### config.mk
export PLATFORM = sky130hd
export DESIGN_NAME = cpuControl
export DESIGN_NICKNAME = d
export VERILOG_FILES = /design/src/cpuCtrlPkg.sv /design/src/decodeIf.sv /design/src/instrDecoder.sv /design/src/stateSequencer.sv /design/src/controlEncoder.sv /design/src/cpuControl.sv
export SDC_FILE = /design/constraint.sdc
export NUM_CORES = 1
export LEC_CHECK = 0
export ABC_AREA = 1
export BUFFER_PORTS_ARGS = -buffer_cell sky130_fd_sc_hd__buf_4
export CAP_MARGIN = 5
export CORE_AREA = 2 2 59 61
export CTS_CLUSTER_DIAMETER = 200
export DETAILED_ROUTE_END_ITERATION = 8
export DIE_AREA = 0 0 61 63
export GPL_TIMING_DRIVEN = 0
export PLACE_DENSITY = 0.79
export SYNTH_ARGS = -nofsm -noshare
export SYNTH_HDL_FRONTEND = slang
export SYNTH_SLANG_ARGS = --single-unit
### constraint.sdc
create_clock -name Clk -period 2 [get_ports Clk]
set_input_delay 0.4 -clock Clk [delete_from_list [all_inputs] [get_ports Clk]]
set_output_delay 0.4 -clock Clk [all_outputs]
set_load 0.01 [all_outputs]
### src/cpuCtrlPkg.sv
`default_nettype none

package cpuCtrlPkg;

	localparam int OpcodeWidth     = 6;
	localparam int FunctWidth      = 6;
	localparam int InstrFieldWidth = 26;

	// Opcodes handled by this controller
	localparam logic [OpcodeWidth-1:0] OpRType = 6'h00;
	localparam logic [OpcodeWidth-1:0] OpJ     = 6'h02;
	localparam logic [OpcodeWidth-1:0] OpJal   = 6'h03;
	localparam logic [OpcodeWidth-1:0] OpBeq   = 6'h04;
	localparam logic [OpcodeWidth-1:0] OpBne   = 6'h05;
	localparam logic [OpcodeWidth-1:0] OpAddi  = 6'h08;
	localparam logic [OpcodeWidth-1:0] OpAddiu = 6'h09;
	localparam logic [OpcodeWidth-1:0] OpLw    = 6'h23;
	localparam logic [OpcodeWidth-1:0] OpSw    = 6'h2b;

	localparam logic [FunctWidth-1:0] FunctAdd   = 6'h20;
	localparam logic [FunctWidth-1:0] FunctSub   = 6'h22;
	localparam logic [FunctWidth-1:0] FunctAnd   = 6'h24;
	localparam logic [FunctWidth-1:0] FunctJr    = 6'h08;
	localparam logic [FunctWidth-1:0] FunctBreak = 6'h0d;
	localparam logic [FunctWidth-1:0] FunctNop   = 6'h00;

	typedef enum logic [5:0] {
		Reset, Inicio, Fetch, FetchWait, Decode,
		ArithExec, ArithCheck, ArithWrite,
		ImmExec, ImmCheck, ImmWrite,
		BranchTarget, BranchCompare,
		LoadAddr, LoadRead, LoadWait, LoadCapture, LoadWrite,
		StoreAddr, StoreSetup, StoreWrite,
		Jump, JumpLink, JumpReg, Break,
		ExcSave, ExcVector, ExcLoad
	} ctrlState_t;

	typedef enum logic [3:0] {
		ClsNop, ClsArith, ClsArithImm, ClsBeq, ClsBne, ClsLoad,
		ClsStore, ClsJump, ClsJal, ClsJr, ClsBreak, ClsIllegal
	} opClass_t;

	// ALU function codes as seen by the datapath ALU
	typedef enum logic [2:0] {
		AluPass = 3'b000,
		AluAdd  = 3'b001,
		AluSub  = 3'b010,
		AluAnd  = 3'b011,
		AluNone = 3'b111
	} aluOp_t;

	typedef enum logic [1:0] {ASelPc = 2'd0, ASelRegA = 2'd1} aSel_t;

	typedef enum logic [1:0] {
		BSelRegB = 2'd0, BSelFour = 2'd1, BSelImm = 2'd2, BSelImmShifted = 2'd3
	} bSel_t;

	typedef enum logic [2:0] {
		PcAluResult = 3'd0, PcAluOut = 3'd1, PcJumpTarget = 3'd2,
		PcRegA = 3'd3, PcExcData = 3'd5
	} pcSrc_t;

	typedef enum logic [2:0] {
		AddrPc = 3'd0, AddrAluOut = 3'd1, AddrBadOpVector = 3'd2, AddrOverflowVector = 3'd3
	} memAddrSel_t;

	typedef enum logic [1:0] {DestRt = 2'd0, DestRd = 2'd1, DestRa = 2'd2, DestSp = 2'd3} destSel_t;

	typedef enum logic [3:0] {
		WbAluOut = 4'd0, WbMemData = 4'd1, WbReturnPc = 4'd5, WbStackInit = 4'd11
	} wbSel_t;

	typedef enum logic {ExcOverflow, ExcBadOpcode} excCause_t;

endpackage

`default_nettype wire

### src/decodeIf.sv
`timescale 1ns/1ps
`default_nettype none

// Decoded instruction info, constant for the whole instruction
interface decodeIf;
	import cpuCtrlPkg::*;

	opClass_t  opClass;
	aluOp_t    aluOp;
	excCause_t excCause;
	logic      trapOnOverflow;

	modport dec (output opClass, aluOp, excCause, trapOnOverflow);
	modport seq (input opClass, trapOnOverflow);
	modport enc (input opClass, aluOp, excCause);

endinterface

`default_nettype wire

### src/instrDecoder.sv
`timescale 1ns/1ps
`default_nettype none

module instrDecoder (
	input  logic [cpuCtrlPkg::OpcodeWidth-1:0]     opcode,
	input  logic [cpuCtrlPkg::FunctWidth-1:0]      funct,
	input  logic [cpuCtrlPkg::InstrFieldWidth-1:0] instrField,
	decodeIf.dec                                   dec
);
	import cpuCtrlPkg::*;

	always_comb begin
		dec.opClass = ClsIllegal;
		dec.aluOp = AluNone;
		dec.trapOnOverflow = 1'b0;
		case (opcode)
			OpRType: begin
				case (funct)
					FunctAdd: begin
						dec.opClass = ClsArith;
						dec.aluOp = AluAdd;
						dec.trapOnOverflow = 1'b1;
					end
					FunctSub: begin
						dec.opClass = ClsArith;
						dec.aluOp = AluSub;
						dec.trapOnOverflow = 1'b1;
					end
					FunctAnd: begin
						dec.opClass = ClsArith;
						dec.aluOp = AluAnd;
						dec.trapOnOverflow = 1'b1;
					end
					FunctJr: dec.opClass = ClsJr;
					FunctBreak: dec.opClass = ClsBreak;
					FunctNop: begin
						if (instrField == '0) // Only the all-zero word is a NOP
							dec.opClass = ClsNop;
					end
					default: dec.opClass = ClsIllegal;
				endcase
			end
			OpAddi: begin
				dec.opClass = ClsArithImm;
				dec.aluOp = AluAdd;
				dec.trapOnOverflow = 1'b1;
			end
			OpAddiu: begin
				dec.opClass = ClsArithImm;
				dec.aluOp = AluAdd; // Never traps
			end
			OpBeq: dec.opClass = ClsBeq;
			OpBne: dec.opClass = ClsBne;
			OpLw: dec.opClass = ClsLoad;
			OpSw: dec.opClass = ClsStore;
			OpJ: dec.opClass = ClsJump;
			OpJal: dec.opClass = ClsJal;
			default: dec.opClass = ClsIllegal;
		endcase
	end

	always_comb begin
		if (opcode == OpRType || opcode == OpAddi)
			dec.excCause = ExcOverflow;
		else
			dec.excCause = ExcBadOpcode;
	end

endmodule

`default_nettype wire

### src/stateSequencer.sv
`timescale 1ns/1ps
`default_nettype none

module stateSequencer (
	input  logic                   Clk,
	input  logic                   Reset,
	input  logic                   overflow,
	decodeIf.seq                   seq,
	output cpuCtrlPkg::ctrlState_t state
);
	import cpuCtrlPkg::*;

	ctrlState_t nextState;

	always_ff @(posedge Clk, posedge Reset) begin
		if (Reset)
			state <= cpuCtrlPkg::Reset; // Port name hides the enum literal
		else
			state <= nextState;
	end

	always_comb begin
		nextState = Inicio; // End of every sequence
		case (state)
			Inicio: nextState = Fetch;
			Fetch: nextState = FetchWait;
			FetchWait: nextState = Decode;
			Decode: begin
				case (seq.opClass)
					ClsNop: nextState = Inicio;
					ClsArith: nextState = ArithExec;
					ClsArithImm: nextState = ImmExec;
					ClsBeq, ClsBne: nextState = BranchTarget;
					ClsLoad: nextState = LoadAddr;
					ClsStore: nextState = StoreAddr;
					ClsJump: nextState = Jump;
					ClsJal: nextState = JumpLink;
					ClsJr: nextState = JumpReg;
					ClsBreak: nextState = Break;
					default: nextState = ExcSave;
				endcase
			end
			ArithExec: nextState = ArithCheck;
			ArithCheck: nextState = (overflow && seq.trapOnOverflow) ? ExcSave : ArithWrite;
			ImmExec: nextState = ImmCheck;
			ImmCheck: nextState = (overflow && seq.trapOnOverflow) ? ExcSave : ImmWrite;
			BranchTarget: nextState = BranchCompare;
			LoadAddr: nextState = LoadRead;
			LoadRead: nextState = LoadWait;
			LoadWait: nextState = LoadCapture;
			LoadCapture: nextState = LoadWrite;
			StoreAddr: nextState = StoreSetup;
			StoreSetup: nextState = StoreWrite;
			JumpLink: nextState = Jump; // Link first, then jump
			Break: nextState = Break;
			ExcSave: nextState = ExcVector;
			ExcVector: nextState = ExcLoad;
			default: nextState = Inicio;
		endcase
	end

endmodule

`default_nettype wire

### src/controlEncoder.sv
`timescale 1ns/1ps
`default_nettype none

module controlEncoder (
	input  cpuCtrlPkg::ctrlState_t  state,
	decodeIf.enc                    enc,
	output cpuCtrlPkg::aSel_t       aSel,
	output cpuCtrlPkg::bSel_t       bSel,
	output cpuCtrlPkg::pcSrc_t      pcSrc,
	output cpuCtrlPkg::memAddrSel_t memAddrSel,
	output cpuCtrlPkg::destSel_t    destSel,
	output cpuCtrlPkg::wbSel_t      wbSel,
	output cpuCtrlPkg::aluOp_t      aluOp,
	output logic                    branchOnNotEqual,
	output logic                    memWrite,
	output logic                    loadAluOut,
	output logic                    loadA,
	output logic                    loadB,
	output logic                    loadMemData,
	output logic                    loadEpc,
	output logic                    irWrite,
	output logic                    pcWrite,
	output logic                    pcWriteCond,
	output logic                    regWrite
);
	import cpuCtrlPkg::*;

	memAddrSel_t excAddr;
	logic isBne;

	always_comb begin
		if (enc.excCause == ExcOverflow)
			excAddr = AddrOverflowVector;
		else
			excAddr = AddrBadOpVector;
	end

	assign isBne = (enc.opClass == ClsBne);

	always_comb begin
		aSel = ASelPc;
		bSel = BSelRegB;
		pcSrc = PcAluResult;
		memAddrSel = AddrPc;
		destSel = DestRt;
		wbSel = WbAluOut;
		aluOp = AluPass;
		branchOnNotEqual = 1'b0;
		memWrite = 1'b0;
		loadAluOut = 1'b0;
		loadA = 1'b0;
		loadB = 1'b0;
		loadMemData = 1'b0;
		loadEpc = 1'b0;
		irWrite = 1'b0;
		pcWrite = 1'b0;
		pcWriteCond = 1'b0;
		regWrite = 1'b0;
		case (state)
			Reset: begin
				regWrite = 1'b1; // Stack pointer init
				destSel = DestSp;
				wbSel = WbStackInit;
			end
			Fetch: begin
				bSel = BSelFour;
				aluOp = AluAdd;
			end
			FetchWait: irWrite = 1'b1;
			Decode: begin
				bSel = BSelFour;
				aluOp = AluAdd; // PC + 4
				irWrite = 1'b1;
				pcWrite = 1'b1;
				loadA = 1'b1;
				loadB = 1'b1;
			end
			ArithExec, ArithCheck, ArithWrite: begin
				aSel = ASelRegA;
				aluOp = enc.aluOp;
				loadAluOut = (state != ArithWrite);
				regWrite = (state == ArithWrite);
				destSel = DestRd;
			end
			ImmExec, ImmCheck, ImmWrite: begin
				aSel = ASelRegA;
				bSel = BSelImm;
				aluOp = enc.aluOp;
				loadAluOut = (state != ImmWrite);
				regWrite = (state == ImmWrite);
			end
			BranchTarget: begin
				bSel = BSelImmShifted;
				aluOp = AluAdd;
				loadAluOut = 1'b1; // Hold target for compare cycle
				branchOnNotEqual = isBne;
			end
			BranchCompare: begin
				aSel = ASelRegA;
				aluOp = AluSub;
				pcSrc = PcAluOut;
				pcWriteCond = 1'b1;
				branchOnNotEqual = isBne;
			end
			LoadAddr, StoreAddr: begin
				aSel = ASelRegA;
				bSel = BSelImm;
				aluOp = AluAdd;
				loadAluOut = 1'b1;
				memAddrSel = AddrAluOut;
			end
			LoadRead, LoadWait, StoreSetup: memAddrSel = AddrAluOut;
			LoadCapture: begin
				memAddrSel = AddrAluOut;
				loadMemData = 1'b1;
			end
			LoadWrite: begin
				memAddrSel = AddrAluOut;
				wbSel = WbMemData;
				regWrite = 1'b1;
			end
			StoreWrite: begin
				memAddrSel = AddrAluOut;
				memWrite = 1'b1;
			end
			Jump: begin
				pcSrc = PcJumpTarget;
				pcWrite = 1'b1;
			end
			JumpLink: begin
				destSel = DestRa;
				wbSel = WbReturnPc;
				regWrite = 1'b1;
			end
			JumpReg: begin
				pcSrc = PcRegA;
				pcWrite = 1'b1;
			end
			ExcSave: begin
				bSel = BSelFour;
				aluOp = AluSub; // EPC gets PC - 4
				memAddrSel = excAddr;
				loadEpc = 1'b1;
			end
			ExcVector, ExcLoad: begin
				memAddrSel = excAddr;
				pcSrc = PcExcData;
				pcWrite = 1'b1;
			end
			default: ;
		endcase
	end

endmodule

`default_nettype wire

### src/cpuControl.sv
`timescale 1ns/1ps
`default_nettype none

module cpuControl (
	input  logic                                   Clk,
	input  logic                                   Reset,
	input  logic                                   overflow,
	input  logic [cpuCtrlPkg::OpcodeWidth-1:0]     opcode,
	input  logic [cpuCtrlPkg::FunctWidth-1:0]      funct,
	input  logic [cpuCtrlPkg::InstrFieldWidth-1:0] instrField,
	output cpuCtrlPkg::ctrlState_t                 state,
	output cpuCtrlPkg::aSel_t                      aSel,
	output cpuCtrlPkg::bSel_t                      bSel,
	output cpuCtrlPkg::pcSrc_t                     pcSrc,
	output cpuCtrlPkg::memAddrSel_t                memAddrSel,
	output cpuCtrlPkg::destSel_t                   destSel,
	output cpuCtrlPkg::wbSel_t                     wbSel,
	output cpuCtrlPkg::aluOp_t                     aluOp,
	output logic                                   branchOnNotEqual,
	output logic                                   memWrite,
	output logic                                   loadAluOut,
	output logic                                   loadA,
	output logic                                   loadB,
	output logic                                   loadMemData,
	output logic                                   loadEpc,
	output logic                                   irWrite,
	output logic                                   pcWrite,
	output logic                                   pcWriteCond,
	output logic                                   regWrite
);

	decodeIf decBus ();

	instrDecoder i_instrDecoder (
		.opcode     (opcode),
		.funct      (funct),
		.instrField (instrField),
		.dec        (decBus.dec)
	);

	stateSequencer i_stateSequencer (
		.Clk      (Clk),
		.Reset    (Reset),
		.overflow (overflow),
		.seq      (decBus.seq),
		.state    (state)
	);

	controlEncoder i_controlEncoder (
		.state            (state),
		.enc              (decBus.enc),
		.aSel             (aSel),
		.bSel             (bSel),
		.pcSrc            (pcSrc),
		.memAddrSel       (memAddrSel),
		.destSel          (destSel),
		.wbSel            (wbSel),
		.aluOp            (aluOp),
		.branchOnNotEqual (branchOnNotEqual),
		.memWrite         (memWrite),
		.loadAluOut       (loadAluOut),
		.loadA            (loadA),
		.loadB            (loadB),
		.loadMemData      (loadMemData),
		.loadEpc          (loadEpc),
		.irWrite          (irWrite),
		.pcWrite          (pcWrite),
		.pcWriteCond      (pcWriteCond),
		.regWrite         (regWrite)
	);

endmodule

`default_nettype wire

==> flow_metrics.tcl, run 1 <==
set metrics [dict create \
    setup_viol 6 \
    fin_nets 409 \
    wirelength_um 5050 \
    critPathMaxFanout 5 \
    syn_area_sq_um 1370 \
    ys_ff_latch 5 \
    skew_ns 0.000897 \
    gr-usage-all-layers_pct 24.1 \
    fin_ws_ns -0.0439 \
    clock.fmax_mhz 489 \
    antenna-diode-count 0 \
    final_util_pct 72.8 \
    fillers 266 \
    critical_path_arrival_ns 1.64 \
    ys_types 32 \
    synth_flop_cell "dfrtp_1" \
    drtPass1Iterations 6 \
    largest_reg_flops 5 \
    cts-htree-levels 1 \
    grt_max_degree 11 \
    dieArea_sq_um 3840 \
    synth_top_area_share_pct 17.8 \
    post-dp-hpwl_um 3560 \
    drive_above_1_share_pct 47.8 \
    ir_worst_vdd_mv 0.375 \
    clk_latency_ns 0.24 \
    post_drt_wl_per_cell_um 12.3 \
    cts_max_path_buffers 2 \
    finalWorstPathRequiredPeriod_ns 2.04 \
    synth.yosys.seq_area_share_pct 9.12 \
    cts_tree "yes" \
    cpMostUsedCell "nor2_2" \
    clk_pin_slew_worst_paths_ns 0.04 \
    violations "negative setup slack" \
    core-area_sq_um 3230 \
    max_stage_delay_ns 0.49 \
    yosys.area.top_type "nand2_1" \
    synthToLayoutAreaGrowth_pct 71.4 \
    rsz0062_at_grt "yes" \
    clkSinkCount 5 \
    vias 2028 \
    critPathTopFamily "flip-flops" \
    hp-class "in -> async" \
    grt_pass1_vias 1780 \
    synthMostInstantiatedCell "nand2_1" \
    fp.dieH_um 63 \
    critical_path_class "reg -> out" \
    synth-edff-count 0 \
    hold_buffers 0 \
    fp-row-count 21 \
    antenna_found_initial 0 \
    port_buffers 73 \
    gp_congestion 0.951 \
    reg_top3 "i_stateSequencer.state x5" \
    cts_root_buffer "clkbuf_4" \
    placed_cells 387 \
    cp.required_ns 1.60 \
    crit_chain "nor2_4 -> inv_2 -> nor2_2 -> inv_2 -> nor2_2 -> inv_1 -> nand2_2 -> nor2_2 -> o311ai_1 -> buf_4" \
    path_buf_inv 4 \
    maxCapViolations 0 \
    boundaryPins 77 \
    regMostFlops "i_stateSequencer.state" \
    tns_ns -0.158 \
    hold_violations 0 \
    drt_iter0_markers 127 \
    synth_commonest_cells "65 x nand2_1, 59 x nor2_1, 43 x inv_1, 24 x nand3_1, 7 x nor2_2" \
    synth_warnings 0 \
    grt.overflow.total 0 \
    drv_slew 0 \
    cts_buffers 3 \
    cp-end-kind "primary output" \
    async_reset_ff_share_pct 100 \
    avgViaCountPerCell 4.95 \
    power_leakage_nw 1.31 \
    crit_path_start_kind "register" \
    period_share_pct 102 \
    grt_pass1_wl_um 7300 \
    remaining_drc_errors 0 \
    initial_core_util_pct 42.5 \
    die_x_um 61 \
    outcome "finished, violations left" \
    synthTopCellsByArea "nand2_1 18%, nor2_1 16%, inv_1 12%" \
    antenna_left 0 \
    syn_inst 266 \
    avgSynthCellArea_sq_um 5.16 \
    worst_path_max_delay_cell "dfrtp_2" \
    final_cells 410 \
    power_density_nw_per_um2 1020 \
]
## final timing paths
check,cells past startpoint,slack (ns),end,from
setup / recovery,10,-0.04,regWrite,i_stateSequencer.state[2]
hold / removal,2,0.06,i_stateSequencer.state[2],Reset
setup reg to reg,9,0.32,i_stateSequencer.state[0],i_stateSequencer.state[2]
hold reg to reg,5,0.85,i_stateSequencer.state[3],i_stateSequencer.state[0]
max in group asynchronous,2,1.76,i_stateSequencer.state[0],Reset
min in group Clk,4,0.51,i_stateSequencer.state[1],overflow
## cells by family (layout without fill, tap and decap cells)
logic type                 count (synthesis)  in the layout  synth area share, %
and+or+nand+nor                          182            182                 62.3
buffers and inverters                     56            152                 16.8
adders and majority gates                  3              3                 2.74
DFF                                        5              5                 9.12
other                                      1              3                0.273
AOI/OAI and AO/OA                         19             19                 8.84
## cell usage in the layout (no fill, tap or decap), types with 2 or more instances in the layout
cell type / n
a21oi_1: 5
buf_4: 94
buf_6: 4
clkbuf_4: 3
conb_1: 3
dfrtp_2: 4
ha_1: 3
inv_1: 33
inv_2: 13
inv_4: 4
nand2_1: 56
nand2_2: 10
nand2_4: 4
nand3_1: 22
nand3_2: 3
nand3_4: 2
nand4_1: 4
nor2_1: 45
nor2_2: 15
nor2_4: 10
nor3_1: 2
nor3_2: 2
nor3_4: 2
nor4_1: 3
o211ai_1: 2
o21ai_0: 4
o21ai_1: 2
## per-layer routing
metal | GRT usage (%) | part of all wire, % | up-vias
met3 | 3.11 | 6.8 | 20
met1 | 30.0 | 38 | 884
met2 | 42.1 | 52 | 105
met4 | 6.52 | 2.6 | 0
li1 | - | - | 1019
met5 | 0 | 0 | -
## area by class of cell
type	count	area, sq um	area share (%)
clock buffers	4	26.3	1.12
flip-flops and latches	5	130	5.53
multi-input cells	207	1190	50.6
well taps	46	57.6	2.45
inverters	50	198	8.40
repair buffers	93	709	30.2
plain buffers	5	41.3	1.76
## power by group
group	switching, mW	internal, mW
sequential	0.103	0.155
clock	0.0402	0.0753
combinational	1.11	0.918
## stage by stage
step                      worst slack [ns]  total power, mW  hold WS, ns  instance area [sq um]
after floorplan                     0.0573             1.06        0.179                   1380
after global placement              -0.123             1.69        0.306                   1990
after detailed placement            -0.124             1.69        0.311                   1990
after CTS                         -0.00853             1.98       0.0527                   2130
after global routing                -0.120             2.58       0.0521                   2350
final                              -0.0439             2.40       0.0568                   2350
## what timing repair did
action	4_1_cts	5_1_grt
setup endpoints to repair	14	19
pin swaps	5	12
gates cloned	0	0
resized for setup	20	49
buffers inserted	9	11
Power figures use the tool's default switching activity.
==> inputs of run 2 (changes only) <==
--- a/config.mk
+++ b/config.mk
@@ -17,3 +17,4 @@
 export SYNTH_ARGS = -nofsm -noshare
 export SYNTH_HDL_FRONTEND = slang
 export SYNTH_SLANG_ARGS = --single-unit
+export TNS_END_PERCENT = 1
==> flow_metrics.tcl, run 2 (same netlist as run 1, synthesis figures left out) <==
set metrics [dict create \
    hp-class "in -> async" \
    antenna_left 0 \
    antenna_found_initial 0 \
    clkSinkCount 5 \
    fin_ws_ns -0.109 \
    rsz0062_at_grt "yes" \
    vias 2033 \
    die_x_um 61 \
    final_cells 407 \
    fin_nets 406 \
    finalWorstPathRequiredPeriod_ns 2.11 \
    clk_pin_slew_worst_paths_ns 0.04 \
    clk_latency_ns 0.24 \
    skew_ns 0.000428 \
    initial_core_util_pct 42.5 \
    grt_pass1_vias 1766 \
    setup_viol 7 \
    drtPass1Iterations 4 \
    cts_max_path_buffers 2 \
    cp-end-kind "primary output" \
    fp-row-count 21 \
    port_buffers 73 \
    pre_cts_ws_ns -0.124 \
    pwr-share-comb_pct 84.7 \
    seqPwrFrac_pct 10.4 \
    reg_top3 "i_stateSequencer.state x5" \
    grt.overflow.total 0 \
    period_share_pct 105 \
    drv_slew 0 \
    p_int_mw 1.11 \
    cts_root_buffer "clkbuf_4" \
    crit_path_start_kind "register" \
    violations "negative setup slack" \
    power_density_nw_per_um2 1010 \
    maxCapViolations 0 \
    grt_pass1_wl_um 7180 \
    wirelength_um 4960 \
    cts_tree "yes" \
    critical_path_arrival_ns 1.71 \
    drt_iter0_markers 140 \
    final_common_cell "buf_4" \
    drive_above_1_share_pct 47.9 \
    hold_violations 0 \
    dieArea_sq_um 3840 \
    switching_power_mw 1.24 \
    regMostFlops "i_stateSequencer.state" \
    totalPowerFinal_mw 2.36 \
    rrSetupSlack_ns 0.29 \
    post_drt_wl_per_cell_um 12.2 \
    hold_slack_ns 0.0539 \
    synthToLayoutAreaGrowth_pct 69.7 \
    cp.required_ns 1.60 \
    antenna-diode-count 0 \
    remaining_drc_errors 0 \
    boundaryPins 77 \
    post-dp-hpwl_um 3560 \
    gp_congestion 0.951 \
    clock.fmax_mhz 474 \
    largest_reg_flops 5 \
    avgViaCountPerCell 5.00 \
    cts-htree-levels 1 \
    power_leakage_nw 1.29 \
    ir_worst_vdd_mv 0.354 \
    critical_path_class "reg -> out" \
    grt_max_degree 11 \
    fp.dieH_um 63 \
    critPathMaxFanout 4 \
    p_sw_share_pct 52.7 \
    mostFrequentLayoutCells "93 x buf_4, 55 x nand2_1, 46 x nor2_1" \
    outcome "finished, violations left" \
    power_frac_clock_pct 4.9 \
    fillers 270 \
    tns_ns -0.277 \
    placed_cells 387 \
    gr-usage-all-layers_pct 23.7 \
    core-area_sq_um 3230 \
    cts_buffers 3 \
]
run 2: layout make-up:
| cell class | instances | area, sq um | share of cell area [%] |
|---|---|---|---|
| multi-input combinational | 207 | 1200 | 51.5 |
| tap | 46 | 57.6 | 2.47 |
| sequential | 5 | 130 | 5.59 |
| clock buffer | 4 | 26.3 | 1.13 |
| timing repair buffer | 89 | 676 | 29.0 |
| inverter | 50 | 195 | 8.38 |
| buffer | 6 | 45.0 | 1.93 |
run 2: final timing paths:
check	to	depth (start not counted)	from
min in group Clk	i_stateSequencer.state[1]	4	overflow
worst max-delay path	regWrite	10	i_stateSequencer.state[1]
worst max register to register	i_stateSequencer.state[0]	11	i_stateSequencer.state[2]
max in group asynchronous	i_stateSequencer.state[0]	2	Reset
worst min register to register	i_stateSequencer.state[3]	5	i_stateSequencer.state[4]
worst min-delay path	i_stateSequencer.state[3]	2	Reset
run 2: worst max-delay path, cell delays in order (launching register included):
cell and delay [ns]:
dfrtp_2 0.46, nor2_4 0.16, inv_4 0.06, nor2_2 0.13, inv_2 0.06, nor2_2 0.12
inv_2 0.06, nand2_2 0.07, nor2_2 0.05, o311ai_1 0.10, buf_4 0.19
run 2: repair_timing:
action                                  in CTS  in global routing
resized for setup                           21                 49
hold buffers                                 0                  0
endpoints found under the setup margin      14                 19
pin swaps                                    5                 10
cloned                                       0                  0
setup buffers                                8                  8
run 2: metrics by stage:
| stage | util, % | instance area [sq um] |
|---|---|---|
| 2_1_floorplan | - | 1380 |
| 3_3_place_gp | 61.4 | 1990 |
| 3_5_place_dp | 61.4 | 1990 |
| 4_1_cts | 65.6 | 2120 |
| 5_1_grt | 72.1 | 2330 |
| 6_report | 72.1 | 2330 |
run 2: layer usage:
layer	GRT usage, %	share of wire [%]
met2	41.3	52
met3	3.11	6.8
met4	6.52	2.0
met5	0	0
met1	29.6	39
run 2: power groups by stage:
stage                     registers (mW)  clock network (mW)  logic (mW)
after floorplan                    0.216                   0       0.842
after global placement             0.213                   0        1.48
after detailed placement           0.211                   0        1.48
after CTS                          0.221               0.121        1.63
after global routing               0.249               0.136        2.14
final                              0.244               0.116        2.00
